<file path="src/common/mem_map_pkg.sv">
`default_nettype none

// Byte map of the 32-byte command memory
package mem_map_pkg;

    typedef logic [7:0] byte_t;      // One memory byte
    typedef logic [4:0] mem_addr_t;  // 32 locations

    localparam int n_cmd = 4;        // Reset, init, start, stop

    // Run control commands
    localparam mem_addr_t addr_cmd_rst   = 5'd1;
    localparam mem_addr_t addr_cmd_init  = 5'd2;
    localparam mem_addr_t addr_cmd_start = 5'd3;
    localparam mem_addr_t addr_cmd_stop  = 5'd4;
    localparam mem_addr_t addr_overflow  = 5'd7;   // Written every frame, never read

    // Readout settings
    localparam mem_addr_t addr_chip      = 5'd8;
    localparam mem_addr_t addr_row_start = 5'd10;
    localparam mem_addr_t addr_row_end   = 5'd11;
    localparam mem_addr_t addr_col_start = 5'd12;
    localparam mem_addr_t addr_col_end   = 5'd13;

    localparam byte_t code_go   = 8'h0F;  // Reset, start, stop
    localparam byte_t code_init = 8'h0A;

    localparam int row_w  = 6;
    localparam int col_w  = 4;
    localparam int chip_w = 8;

    // Polled byte, either whole or as a window field
    typedef union packed {
        byte_t raw;  // Command code or chip address
        struct packed {
            logic [7-row_w:0] pad;
            logic [row_w-1:0] row;
        } row_view;
        struct packed {
            logic [7-col_w:0] pad;
            logic [col_w-1:0] col;
        } col_view;
    } setting_word_u;

endpackage

`default_nettype wire

</file>
<file path="src/common/poll_timing_pkg.sv">
`default_nettype none

// Frame schedule of the poller
package poll_timing_pkg;

    typedef logic [3:0] phase_t;  // Clock within a slot
    typedef logic [5:0] slot_t;   // Slot within a frame

    localparam int     slot_len        = 10;    // Clocks per slot
    localparam int     slots_per_frame = 64;    // 640 clocks per frame

    localparam phase_t phase_advance  = 4'd1;   // Slot counter steps here
    localparam phase_t phase_check    = 4'd7;   // Delayed read data valid from here
    localparam phase_t phase_wr_first = 4'd2;   // Write strobe registered over 2..6
    localparam phase_t phase_wr_last  = 4'd6;

    localparam slot_t  first_read_slot = 6'd1;
    localparam slot_t  last_read_slot  = 6'd15;

    // Write-back slots, second half of frame
    localparam slot_t  slot_clr_rst   = 6'd33;
    localparam slot_t  slot_clr_init  = 6'd35;
    localparam slot_t  slot_clr_start = 6'd37;
    localparam slot_t  slot_clr_stop  = 6'd39;
    localparam slot_t  slot_overflow  = 6'd41;

    localparam int     stretch_len = 5;  // Level length incl. pulse clock
    typedef logic [$clog2(stretch_len+1)-1:0] stretch_cnt_t;

endpackage

`default_nettype wire

</file>
<file path="src/common/poll_if.sv">
`timescale 1ns/1ps
`default_nettype none

// Time base and polled byte, from the sequencer to its consumers
interface poll_if ();

    poll_timing_pkg::slot_t     slot;       // Current slot
    poll_timing_pkg::phase_t    phase;      // Clock within slot
    mem_map_pkg::setting_word_u read_word;  // Byte of current slot from phase 7
    logic                       rd_en;      // Read strobe, slots 1 to 15
    mem_map_pkg::mem_addr_t     rd_addr;    // Zero outside read slots

    // Sequencer drives everything
    modport seq (
        output slot, phase, read_word, rd_en, rd_addr
    );

    // Command and settings decoders
    modport cmd (
        input slot, phase, read_word
    );

    // Write-back needs the read side to merge ports
    modport wb (
        input slot, phase, rd_en, rd_addr
    );

endinterface

`default_nettype wire

</file>
<file path="src/cmd/command_pulser.sv">
`timescale 1ns/1ps
`default_nettype none

module command_pulser (
    input  logic                          CLK,
    input  logic                          gen_reset,
    poll_if.cmd                           poll,
    output logic [mem_map_pkg::n_cmd-1:0] clear_req,  // Held until slot 0
    output logic [mem_map_pkg::n_cmd-1:0] cmd_pulse,  // One clock
    output logic [mem_map_pkg::n_cmd-1:0] cmd_level   // Five clocks from pulse
);

    logic at_check;  // Delayed byte valid
    logic at_frame_start;

    assign at_check       = (poll.phase == poll_timing_pkg::phase_check);
    assign at_frame_start = (poll.slot == '0);

    for (genvar i = 0; i < mem_map_pkg::n_cmd; i++)
    begin : g_ch
        // Byte address doubles as the read slot
        localparam mem_map_pkg::mem_addr_t ch_addr =
            (i == 0) ? mem_map_pkg::addr_cmd_rst   :
            (i == 1) ? mem_map_pkg::addr_cmd_init  :
            (i == 2) ? mem_map_pkg::addr_cmd_start :
                       mem_map_pkg::addr_cmd_stop;
        localparam mem_map_pkg::byte_t ch_code =
            (i == 1) ? mem_map_pkg::code_init : mem_map_pkg::code_go;

        logic cmd_fire;  // Code seen at phase 7 of own slot
        poll_timing_pkg::stretch_cnt_t stretch_cnt;

        assign cmd_fire = at_check &&
                          (poll.slot == poll_timing_pkg::slot_t'(ch_addr)) &&
                          (poll.read_word.raw == ch_code);

        // Pulse lands on the clock after phase 7
        always_ff @(posedge CLK)
        begin
            if (gen_reset)
                cmd_pulse[i] <= 1'b0;
            else
                cmd_pulse[i] <= cmd_fire;
        end

        // Loaded together with the pulse, counts down to 0
        always_ff @(posedge CLK)
        begin
            if (gen_reset)
                stretch_cnt <= '0;
            else if (cmd_fire)
                stretch_cnt <= poll_timing_pkg::stretch_cnt_t'(poll_timing_pkg::stretch_len);
            else if (stretch_cnt != '0)
                stretch_cnt <= stretch_cnt - 1'b1;
        end

        assign cmd_level[i] = (stretch_cnt != '0);

        // Asks write-back to zero the byte later this frame
        always_ff @(posedge CLK)
        begin
            if (gen_reset)
                clear_req[i] <= 1'b0;
            else if (at_frame_start)
                clear_req[i] <= 1'b0;
            else if (cmd_fire)
                clear_req[i] <= 1'b1;
        end
    end

endmodule

`default_nettype wire

</file>
<file path="src/cmd/settings_capture.sv">
`timescale 1ns/1ps
`default_nettype none

module settings_capture (
    input  logic                            CLK,
    input  logic                            gen_reset,
    poll_if.cmd                             poll,
    output logic [mem_map_pkg::row_w-1:0]   row_read_start,
    output logic [mem_map_pkg::row_w-1:0]   row_read_end,
    output logic [mem_map_pkg::col_w-1:0]   column_read_start,
    output logic [mem_map_pkg::col_w-1:0]   column_read_end,
    output logic [mem_map_pkg::chip_w-1:0]  chip_address
);

    logic late_phase;  // Phases 7..9, byte stable

    assign late_phase = (poll.phase >= poll_timing_pkg::phase_check);

    always_ff @(posedge CLK)
    begin
        if (gen_reset)
        begin
            row_read_start    <= '0;
            row_read_end      <= '0;
            column_read_start <= '0;
            column_read_end   <= '0;
            chip_address      <= '0;
        end
        else if (late_phase)
        begin
            case (poll.slot)
                poll_timing_pkg::slot_t'(mem_map_pkg::addr_chip):
                    chip_address <= poll.read_word.raw;  // Whole byte
                poll_timing_pkg::slot_t'(mem_map_pkg::addr_row_start):
                    row_read_start <= poll.read_word.row_view.row;
                poll_timing_pkg::slot_t'(mem_map_pkg::addr_row_end):
                    row_read_end <= poll.read_word.row_view.row;
                poll_timing_pkg::slot_t'(mem_map_pkg::addr_col_start):
                    column_read_start <= poll.read_word.col_view.col;
                poll_timing_pkg::slot_t'(mem_map_pkg::addr_col_end):
                    column_read_end <= poll.read_word.col_view.col;
                default:
                    ;  // Hold
            endcase
        end
    end

endmodule

`default_nettype wire

</file>
<file path="src/hdl/cmd_poller_top.sv">
`timescale 1ns/1ps
`default_nettype none

module cmd_poller_top (
    input  wire                     CLK,
    input  wire                     gen_reset,
    // Memory port B
    input  wire mem_map_pkg::byte_t     mem_rdata,
    output wire mem_map_pkg::byte_t     mem_wdata,
    output wire mem_map_pkg::mem_addr_t mem_addr,
    output wire                     mem_access_en,
    output wire                     mem_w_enable,
    input  wire                     fifo_overflow,
    // Readout window and chip select
    output wire [mem_map_pkg::row_w-1:0]  row_read_start,
    output wire [mem_map_pkg::row_w-1:0]  row_read_end,
    output wire [mem_map_pkg::col_w-1:0]  column_read_start,
    output wire [mem_map_pkg::col_w-1:0]  column_read_end,
    output wire mem_map_pkg::byte_t     chip_address,
    // Run control
    output wire                     rst,
    output wire                     rst_pulse,
    output wire                     init,
    output wire                     init_pulse,
    output wire                     start,
    output wire                     start_pulse,
    output wire                     stop,
    output wire                     stop_pulse
);

    wire [mem_map_pkg::n_cmd-1:0] clear_req;  // Bit 0 reset .. bit 3 stop

    poll_if poll ();

    poll_sequencer u_seq (
        .CLK       (CLK),
        .gen_reset (gen_reset),
        .mem_rdata (mem_rdata),
        .poll      (poll.seq)
    );

    // Channel order matches clear_req
    command_pulser u_cmd (
        .CLK       (CLK),
        .gen_reset (gen_reset),
        .poll      (poll.cmd),
        .clear_req (clear_req),
        .cmd_pulse ({stop_pulse, start_pulse, init_pulse, rst_pulse}),
        .cmd_level ({stop, start, init, rst})
    );

    settings_capture u_set (
        .CLK               (CLK),
        .gen_reset         (gen_reset),
        .poll              (poll.cmd),
        .row_read_start    (row_read_start),
        .row_read_end      (row_read_end),
        .column_read_start (column_read_start),
        .column_read_end   (column_read_end),
        .chip_address      (chip_address)
    );

    writeback_mux u_wb (
        .CLK           (CLK),
        .gen_reset     (gen_reset),
        .poll          (poll.wb),
        .clear_req     (clear_req),
        .fifo_overflow (fifo_overflow),
        .mem_wdata     (mem_wdata),
        .mem_addr      (mem_addr),
        .mem_access_en (mem_access_en),
        .mem_w_enable  (mem_w_enable)
    );

endmodule

`default_nettype wire

</file>
<file path="src/hdl/poll_sequencer.sv">
`timescale 1ns/1ps
`default_nettype none

module poll_sequencer (
    input  logic               CLK,
    input  logic               gen_reset,
    input  mem_map_pkg::byte_t mem_rdata,  // One clock after rd_addr
    poll_if.seq                poll
);

    logic in_read_range;           // Slot falls in 1..15
    mem_map_pkg::byte_t rdata_d1;  // First delay stage

    // Phase counter, 0..9
    always_ff @(posedge CLK)
    begin
        if (gen_reset)
            poll.phase <= '0;
        else if (poll.phase == poll_timing_pkg::phase_t'(poll_timing_pkg::slot_len - 1))
            poll.phase <= '0;
        else
            poll.phase <= poll.phase + 1'b1;
    end

    // Slot counter steps once per slot, wraps at 64
    always_ff @(posedge CLK)
    begin
        if (gen_reset)
            poll.slot <= '0;
        else if (poll.phase == poll_timing_pkg::phase_advance)
        begin
            if (poll.slot == poll_timing_pkg::slot_t'(poll_timing_pkg::slots_per_frame - 1))
                poll.slot <= '0;
            else
                poll.slot <= poll.slot + 1'b1;
        end
    end

    assign in_read_range = (poll.slot >= poll_timing_pkg::first_read_slot) &&
                           (poll.slot <= poll_timing_pkg::last_read_slot);

    // Read slot k reads byte k; address must idle at 0 for the port OR
    always_ff @(posedge CLK)
    begin
        if (gen_reset)
        begin
            poll.rd_en   <= 1'b0;
            poll.rd_addr <= '0;
        end
        else
        begin
            poll.rd_en   <= in_read_range;
            poll.rd_addr <= in_read_range ? poll.slot[4:0] : '0;
        end
    end

    // Two-stage delay, valid from phase 6 onward
    always_ff @(posedge CLK)
    begin
        rdata_d1           <= mem_rdata;
        poll.read_word.raw <= rdata_d1;  // Decoded downstream
    end

endmodule

`default_nettype wire

</file>
<file path="src/hdl/writeback_mux.sv">
`timescale 1ns/1ps
`default_nettype none

module writeback_mux (
    input  logic                          CLK,
    input  logic                          gen_reset,
    poll_if.wb                            poll,
    input  logic [mem_map_pkg::n_cmd-1:0] clear_req,
    input  logic                          fifo_overflow,
    output mem_map_pkg::byte_t            mem_wdata,
    output mem_map_pkg::mem_addr_t        mem_addr,
    output logic                          mem_access_en,
    output logic                          mem_w_enable
);

    logic                   in_window;  // Phases 2..6, strobe out on 3..7
    logic                   wr_hit;     // This slot owes a write
    mem_map_pkg::mem_addr_t hit_addr;
    mem_map_pkg::byte_t     hit_data;
    logic                   wr_strobe;
    mem_map_pkg::mem_addr_t wr_addr;    // Zero when idle

    assign in_window = (poll.phase >= poll_timing_pkg::phase_wr_first) &&
                       (poll.phase <= poll_timing_pkg::phase_wr_last);

    // Slot to write target
    always_comb
    begin
        wr_hit   = 1'b0;
        hit_addr = '0;
        hit_data = '0;  // Command clears write zero
        case (poll.slot)
            poll_timing_pkg::slot_clr_rst:
            begin
                wr_hit   = clear_req[0];
                hit_addr = mem_map_pkg::addr_cmd_rst;
            end
            poll_timing_pkg::slot_clr_init:
            begin
                wr_hit   = clear_req[1];
                hit_addr = mem_map_pkg::addr_cmd_init;
            end
            poll_timing_pkg::slot_clr_start:
            begin
                wr_hit   = clear_req[2];
                hit_addr = mem_map_pkg::addr_cmd_start;
            end
            poll_timing_pkg::slot_clr_stop:
            begin
                wr_hit   = clear_req[3];
                hit_addr = mem_map_pkg::addr_cmd_stop;
            end
            poll_timing_pkg::slot_overflow:
            begin
                wr_hit   = 1'b1;  // Every frame
                hit_addr = mem_map_pkg::addr_overflow;
                hit_data = mem_map_pkg::byte_t'(fifo_overflow);
            end
            default:
                ;
        endcase
    end

    always_ff @(posedge CLK)
    begin
        if (gen_reset)
        begin
            wr_strobe <= 1'b0;
            wr_addr   <= '0;
        end
        else if (wr_hit && in_window)
        begin
            wr_strobe <= 1'b1;
            wr_addr   <= hit_addr;
        end
        else
        begin
            wr_strobe <= 1'b0;
            wr_addr   <= '0;
        end
    end

    // Data only qualified by w_enable
    always_ff @(posedge CLK)
    begin
        if (wr_hit && in_window)
            mem_wdata <= hit_data;
    end

    // Reads only in slots 1..15 so the OR never collides
    assign mem_access_en = poll.rd_en | wr_strobe;
    assign mem_addr      = poll.rd_addr | wr_addr;
    assign mem_w_enable  = wr_strobe;

endmodule

`default_nettype wire

</file>
<file path="config.mk">
export PLATFORM = sky130hd
export DESIGN_NAME = cmd_poller_top
export DESIGN_NICKNAME = d
export VERILOG_FILES = /design/src/common/mem_map_pkg.sv /design/src/common/poll_timing_pkg.sv /design/src/common/poll_if.sv /design/src/cmd/command_pulser.sv /design/src/cmd/settings_capture.sv /design/src/hdl/cmd_poller_top.sv /design/src/hdl/poll_sequencer.sv /design/src/hdl/writeback_mux.sv
export SDC_FILE = /design/constraint.sdc
export NUM_CORES = 1
export LEC_CHECK = 0
export ABC_AREA = 1
export ABC_CLOCK_PERIOD_IN_PS = 3370
export BUFFER_PORTS_ARGS = -buffer_cell sky130_fd_sc_hd__buf_2
export CORE_MARGIN = 5
export CORE_UTILIZATION = 30
export DETAILED_ROUTE_END_ITERATION = 16
export PLACE_DENSITY = 0.6
export REMOVE_ABC_BUFFERS = 1
export SYNTH_ARGS = -nofsm -noshare
export SYNTH_HDL_FRONTEND = slang
export SYNTH_HIERARCHICAL = 1
export SYNTH_SLANG_ARGS = --single-unit
</file>
<file path="constraint.sdc">
create_clock -name CLK -period 3.37 [get_ports CLK]
set_clock_uncertainty 0.15 [all_clocks]
set_input_delay 0.5055 -clock CLK [delete_from_list [all_inputs] [get_ports CLK]]
set_output_delay 0.5055 -clock CLK [all_outputs]
set_load 0.02 [all_outputs]
</file>
==> results of run 1 <==
[registers in the layout, indices dropped and copies added (netlist names), 5 cells and up]
name and count:
u_set/row_read_end 6, u_seq/rdata_d1 8, u_set/chip_address 8, u_set/row_read_start 6
u_seq/poll.read_word 8, u_seq/poll.rd_addr 5, u_seq/poll.slot 6, u_cmd/g_ch.stretch_cnt 12
[worst max-delay path, cell delays in order (launching register included)]
cell	delay (ns)
dfxtp_1	0.36
inv_1	0.06
ha_1	0.21
ha_1	0.23
inv_1	0.10
buf_2	0.17
[cell type report]
type | instances | area, sq um
Inverter | 81 | 304.0
Clock inverter | 4 | 26.28
Fill cell | 1379 | 8143
Sequential cell | 85 | 1712
Timing Repair Buffer | 55 | 277.8
Multi-Input combinational cell | 339 | 1815
Clock buffer | 10 | 229.0
Tap cell | 172 | 215.2
[layer usage]
metal  vias up  part of all wire (%)
met5         -                     0
met4         0                   1.2
met3         8                   4.6
met2        54                    47
met1      1404                    48
li1       1674                     -
[cell families after synthesis]
group | Yosys count | share of synthesized area [%]
flops | 85 | 43.69
other cells | 2 | 0.1917
fa+ha+maj | 17 | 5.429
compound gates | 32 | 4.759
simple gates | 279 | 34.72
buf+inv | 97 | 10.54
xor+xnor | 3 | 0.6708
[stage by stage]
step           std cells  utilization [%]  worst slack, ns
4_1_cts              746            36.00            1.245
3_3_place_gp         732            33.99            1.493
2_1_floorplan        505                -            1.323
6_report             746            36.00            1.255
3_5_place_dp         732            33.99            1.479
5_1_grt              746            36.00            1.142
[worst paths after layout]
path                                      from                        to  cells after the start
setup reg to reg           u_seq/poll.phase[2]  u_set/column_read_end[0]                      7
setup / recovery  u_cmd/g_ch[0].stretch_cnt[0]                       rst                      5
hold reg to reg              u_seq/rdata_d1[4]   u_seq/poll.read_word[4]                      0
hold / removal                    mem_rdata[0]         u_seq/rdata_d1[0]                      1
[power groups by stage]
stage / clock [W] / sequential, W / combinational (W)
2_1_floorplan: 0 / 0.00118 / 0.000479
3_3_place_gp: 0 / 0.00119 / 0.000586
3_5_place_dp: 0 / 0.00120 / 0.000610
4_1_cts: 0.000896 / 0.00118 / 0.000616
5_1_grt: 0.000938 / 0.00119 / 0.000711
6_report: 0.000868 / 0.00118 / 0.000605
[layout by cell type (no fill, tap or decap), drive strengths merged, types with 6 or more instances in the layout]
| cell | Yosys | final |
|---|---|---|
| o21ai | 15 | 15 |
| inv | 81 | 82 |
| clkbuf | 0 | 10 |
| nand4 | 8 | 8 |
| nand3 | 44 | 44 |
| nor3 | 6 | 6 |
| conb | 2 | 8 |
| a21oi | 12 | 12 |
| nand2 | 100 | 100 |
| buf | 16 | 55 |
| dfxtp | 84 | 84 |
| ha | 17 | 17 |
| nor2 | 117 | 117 |
==> impl_metrics.py, run 1 <==
metrics = {
    "global_routing": {
        "met2_usage_pct": 16.60,
        "gr-usage-met1_pct": 13.34,
        "grt_util_all_layers_pct": 10.45,
        "first_global_vias": 2992,
        "grt_pass1_wl_microns": 13640,
        "grt.overflow.total": 0,
        "grt_busiest_layer": "met2",
        "grt_max_degree": 30,
        "grt_antenna_before_repair": 0,
        "use_met3_pct": 3.345,
    },
    "routing": {
        "initialDrtViolationCount": 145,
        "totalWireLength_microns": 7971,
        "num_vias": 3140,
        "drtAntennaViolNets": 0,
        "viasPerCell": 4.209,
        "drc": 0,
        "wl_per_cell_microns": 10.68,
        "first_pass_iters": 4,
    },
    "placed_design": {
        "place_area_sq_mm": 0.004324,
        "portBuffers": 54,
        "hpwl_microns": 6166,
        "place_congestion": 0.7687,
    },
    "synthesis": {
        "synth_top_area_share_pct": 42.93,
        "synth-edff-count": 1,
        "synth_top_cells_by_area": "dfxtp_1 (43%), nand2_1 (8.6%), nor2_1 (8.6%), inv_1 (7.4%), ha_1 (5.4%)",
        "async_flop_share_pct": 0,
        "yosys_warnings": 6,
        "syn_avg_cell_area_sq_um": 7.607,
        "netlist_area_sq_mm": 0.003918,
        "ys_ff_latch": 85,
        "seq_area_frac_synth_pct": 43.69,
        "synthCells": 515,
        "yosys.area.top_type": "dfxtp_1",
        "synth_cell_types": 33,
        "synthTopCellsByCount": "nand2_1 (90), nor2_1 (90), dfxtp_1 (84)",
        "yosys_most_used_dff": "dfxtp_1",
    },
    "floorplanning": {
        "fp.dieW_microns": 124.3,
        "die_area_sq_mm": 0.01544,
        "row_count": 41,
        "core_area_sq_mm": 0.01272,
        "start_util_pct": 30.79,
        "pin_count": 62,
        "fp.dieH_microns": 124.3,
    },
    "sta": {
        "period_minus_slack_ns": 2.115,
        "final.period_utilization_pct": 62.75,
        "setup-tns-final_ns": 0,
        "rsz0062_at_grt": "no",
        "slew_violations": 0,
        "whs_ns": 0.1207,
        "fmax_mhz": 472.9,
        "setup_viol": 0,
        "worst_slew_pin_slew_ns": 0.5604,
        "hold_viol": 0,
        "slew_headroom_pct": 62.59,
    },
    "setup_path": {
        "worst_setup_path_start_kind": "flop",
        "critical_path.endpoint_type": "output pin",
        "critPathMaxFanout": 5,
        "worstSetupPathType": "reg -> out",
        "rrSetupSlack_ns": 1.46,
        "cp.arrival_ns": 1.46,
        "required_ns": 2.71,
    },
    "clocking": {
        "h-tree-depth": 3,
        "post_cts_buffers": 0,
        "cts_root_buf": "clkbuf_16",
        "clk_pin_slew_ns": 0.06,
        "cts_made_buffers": 9,
        "post_cts_resized": 0,
        "cts_tree": "yes",
        "clk_path_buf_depth": 2,
        "insertion_delay_ns": 0.33,
        "cts_sinks": 85,
        "cts_hold_buf": 0,
    },
    "power": {
        "seqPwrFrac_pct": 44.4,
        "clockPowerShare_pct": 32.8,
        "switching_power_w": 0.0008335,
        "intPower_w": 0.001815,
        "p_total_w": 0.002648,
        "p_leak_nw": 2.195,
        "powerDensity_mw_per_mm2": 578.3,
        "power_frac_comb_pct": 22.8,
        "peakVddDrop_v": 0.0002687,
        "sw_frac_of_total_pct": 31.47,
    },
    "cells_and_area": {
        "design_area_sq_mm": 0.004579,
        "syn2layout_area_growth_pct": 16.90,
        "final_layout_size_suffix_gt1_share_pct": 21.08,
        "insertedDiodeCount": 0,
        "nets": 599,
    },
    "min_path": {
        "holdCritPathClass": "in -> reg",
    },
    "job": {
        "drv_cap": 0,
    },
    "run_status": {
        "status": "complete, no violations",
    },
}
No activity file was read; power rests on OpenSTA's default activity.
==> run 2, diff against run 1 <==
--- a/config.mk
+++ b/config.mk
@@ -5,8 +5,8 @@
 export SDC_FILE = /design/constraint.sdc
 export NUM_CORES = 1
 export LEC_CHECK = 0
-export ABC_AREA = 1
-export ABC_CLOCK_PERIOD_IN_PS = 3370
+export ABC_AREA = 0
+export ABC_CLOCK_PERIOD_IN_PS = 2100
 export BUFFER_PORTS_ARGS = -buffer_cell sky130_fd_sc_hd__buf_2
 export CORE_MARGIN = 5
 export CORE_UTILIZATION = 30
==> constraint.sdc (replaced) <==
create_clock -name CLK -period 2.1 [get_ports CLK]
set_clock_uncertainty 0.15 [all_clocks]
set_input_delay 0.315 -clock CLK [delete_from_list [all_inputs] [get_ports CLK]]
set_output_delay 0.315 -clock CLK [all_outputs]
set_load 0.02 [all_outputs]
==> run 2 against run 1 <==
Effect of this change: setup slack worse by 1.5 ns; sequential share of layout area up 0.14 points; combinational power up 22%; non-clock buffer count up 27; power up 53%; the flow now finishes with violations (setup timing); first-iteration DRC count up 3.4%; wire length down 2.0%; highest routed layer unchanged; area after synthesis down 6.4%; final area down 0.30%; via count down 14%.
==> impl_metrics.py, run 2 <==
metrics = {
    "cells_and_area": {
        "fillers": 1184,
        "insertedDiodeCount": 0,
        "regMostFlops": "u_cmd/g_ch.stretch_cnt",
        "multi_input_area_sq_mm": 0.001767,
        "nets": 468,
        "syn2layout_area_growth_pct": 24.54,
        "largest_reg_flops": 12,
        "mostFrequentLayoutCell": "dfxtp_1",
        "final_layout_size_suffix_gt1_share_pct": 26.29,
        "layout.cells.most_common_list": "dfxtp_1 (83), buf_2 (54), nand2b_1 (38)",
        "stdcell_count": 592,
        "regArea_sq_mm": 0.001713,
    },
    "synthesis": {
        "yosys.area.top_type": "dfxtp_1",
        "synthTopCellsByCount": "dfxtp_1 (84), nand2b_1 (38), mux2i_1 (33)",
        "synthMostInstantiatedCell": "dfxtp_1",
        "synthCells": 363,
        "synth_top_area_share_pct": 45.87,
        "synth_top_cells_by_area": "dfxtp_1 (46%), mux2i_1 (9.0%), nand2b_1 (6.5%), ha_1 (5.8%), inv_1 (2.9%)",
        "seq_area_frac_synth_pct": 46.69,
        "async_flop_share_pct": 0,
        "ys_ff_latch": 85,
        "syn_avg_cell_area_sq_um": 10.10,
        "yosys_warnings": 6,
        "synth_cell_types": 59,
        "yosys_most_used_dff": "dfxtp_1",
        "synth-edff-count": 1,
        "netlist_area_sq_mm": 0.003666,
    },
    "power": {
        "p_leak_nw": 2.060,
        "powerDensity_mw_per_mm2": 884.9,
        "peakVddDrop_v": 0.0004797,
    },
    "routing": {
        "totalWireLength_microns": 7815,
        "initialDrtViolationCount": 150,
        "viasPerCell": 4.568,
        "first_pass_iters": 4,
        "drc": 0,
        "num_vias": 2704,
        "wl_per_cell_microns": 13.20,
        "drtAntennaViolNets": 0,
    },
    "run_status": {
        "status": "complete, but fails checks",
        "violations": "setup timing",
    },
    "sta": {
        "hold_viol": 0,
        "rsz0062_at_grt": "yes",
        "whs_ns": 0.1766,
        "setup_viol": 13,
        "slew_headroom_pct": 65.68,
        "final.period_utilization_pct": 111.0,
        "period_minus_slack_ns": 2.330,
        "worst_slew_pin_slew_ns": 0.5077,
        "slew_violations": 0,
        "setup_ws_ns": -0.2303,
        "fmax_mhz": 429.1,
    },
    "floorplanning": {
        "die_area_sq_mm": 0.01453,
        "row_count": 40,
        "pin_count": 62,
        "fp.dieH_microns": 120.5,
        "fp.dieW_microns": 120.5,
        "start_util_pct": 30.52,
        "core_area_sq_mm": 0.01201,
    },
    "min_path": {
        "whs_path_depth": 0,
        "holdCritPathClass": "reg -> reg",
    },
    "clocking": {
        "insertion_delay_ns": 0.34,
        "clk_pin_slew_ns": 0.06,
        "cts_made_buffers": 9,
        "clk_path_buf_depth": 2,
        "cts_root_buf": "clkbuf_16",
        "cts_sinks": 85,
        "h-tree-depth": 3,
        "cts_tree": "yes",
    },
    "setup_path": {
        "worstSetupPathType": "reg -> reg",
        "critPathMaxFanout": 5,
        "slowest_delay_ns": 0.54,
        "critPathSlowestCell": "or4b_4",
        "crit_top_cell": "or4_4",
        "path_buf_inv": 0,
        "required_ns": 2.18,
        "critical_path.endpoint_type": "flop",
        "reg2reg_depth": 4,
        "worst_setup_path_start_kind": "flop",
        "cp.arrival_ns": 2.41,
        "crit_family": "simple AND/OR/NAND/NOR gates",
        "crit_chain": "or4_4 -> or4_4 -> or4b_4 -> and3_4",
        "cp_num_cells": 4,
    },
    "placed_design": {
        "hpwl_microns": 5483,
        "place_congestion": 0.7334,
        "dpl.cell_count": 567,
        "portBuffers": 54,
    },
    "global_routing": {
        "first_global_vias": 2644,
        "grt_util_all_layers_pct": 11.22,
        "grt_antenna_before_repair": 0,
        "grt.overflow.total": 0,
        "grt_max_degree": 45,
        "grt_pass1_wl_microns": 13080,
    },
    "job": {
        "drv_cap": 0,
    },
}
## run 2: cell count changes after synthesis, moves of 33 or more
cell	before	now
nand3_1	38	4
inv_1	77	28
nand2b_1	0	38
nand2_1	90	11
nor2_1	90	13
mux2i_1	0	33
## run 2: final timing paths
path                                start                           end  slack [ns]
hold reg to reg         u_seq/rdata_d1[3]       u_seq/poll.read_word[3]        0.18
setup / recovery  u_seq/poll.read_word[5]  u_cmd/g_ch[3].stretch_cnt[1]       -0.23
hold / removal          u_seq/rdata_d1[3]       u_seq/poll.read_word[3]        0.18
setup reg to reg  u_seq/poll.read_word[5]  u_cmd/g_ch[3].stretch_cnt[1]       -0.23
## run 2: report_power, final
part / internal, W / switching, W
Combinational: 0.000306 / 0.000431
Clock: 0.000919 / 0.000634
Sequential: 0.00171 / 0.0000440
## run 2: cells by family (layout without fill, tap and decap cells)
family	count (synthesis)	after routing	share of synthesized area (%)
other	2	8	0.2049
flip-flops	85	85	46.69
buffers and inverters	50	126	6.792
AO/OA/AOI/OAI	46	46	8.260
adder cells (fa/ha/maj)	17	17	5.802
XOR/XNOR	5	5	1.194
AND/OR/NAND/NOR	124	124	21.74
multiplexers	34	34	9.317
## run 2: area by class of cell
class                           instances  area share, %
Sequential cell                        85          37.52
Timing Repair Buffer                   82          11.04
Multi-Input combinational cell        234          38.70
Clock buffer                           10          5.015
Clock inverter                          6          1.398
Inverter                               28          2.302
Tap cell                              147          4.028
## run 2: layer usage
| metal | GRT usage, % | wire (microns) | vias up | part of all wire (%) |
|---|---|---|---|---|
| met2 | 17.29 | 3624 | 60 | 46 |
| met3 | 3.508 | 443 | 8 | 5.7 |
| met5 | 0 | 0 | - | 0 |
| li1 | - | - | 1371 | - |
| met4 | 3.754 | 95 | 0 | 1.2 |
| met1 | 14.92 | 3650 | 1265 | 47 |
## run 2: metrics by stage
| step | setup TNS (ns) | cell area (sq um) | utilization (%) | power [W] | setup WS (ns) |
|---|---|---|---|---|---|
| after floorplan | -0.7024 | 3545 | - | 0.002292 | -0.2053 |
| after global placement | -1.345 | 4141 | 34.48 | 0.002456 | -0.2533 |
| after detailed placement | -1.615 | 4141 | 34.48 | 0.002488 | -0.2641 |
| after CTS | -1.393 | 4526 | 37.68 | 0.004079 | -0.2463 |
| after global routing | -2.387 | 4566 | 38.01 | 0.004261 | -0.2681 |
| final | -1.685 | 4566 | 38.01 | 0.004040 | -0.2303 |
## run 2: worst reg2reg max path: cells and delay by family, from the launching register on
family | cells | cell delay [ns]
AND/OR/NAND/NOR | 4 | 1.75
flip-flops | 1 | 0.32
## run 2: what timing repair did
item / CTS / global route
hold buffers: 8 / 0
endpoints found under the setup margin: 13 / 20
resized for setup: 3 / 9
pin swaps: 3 / 5
hold endpoints to repair: 8 / 0
setup buffers: 0 / 1
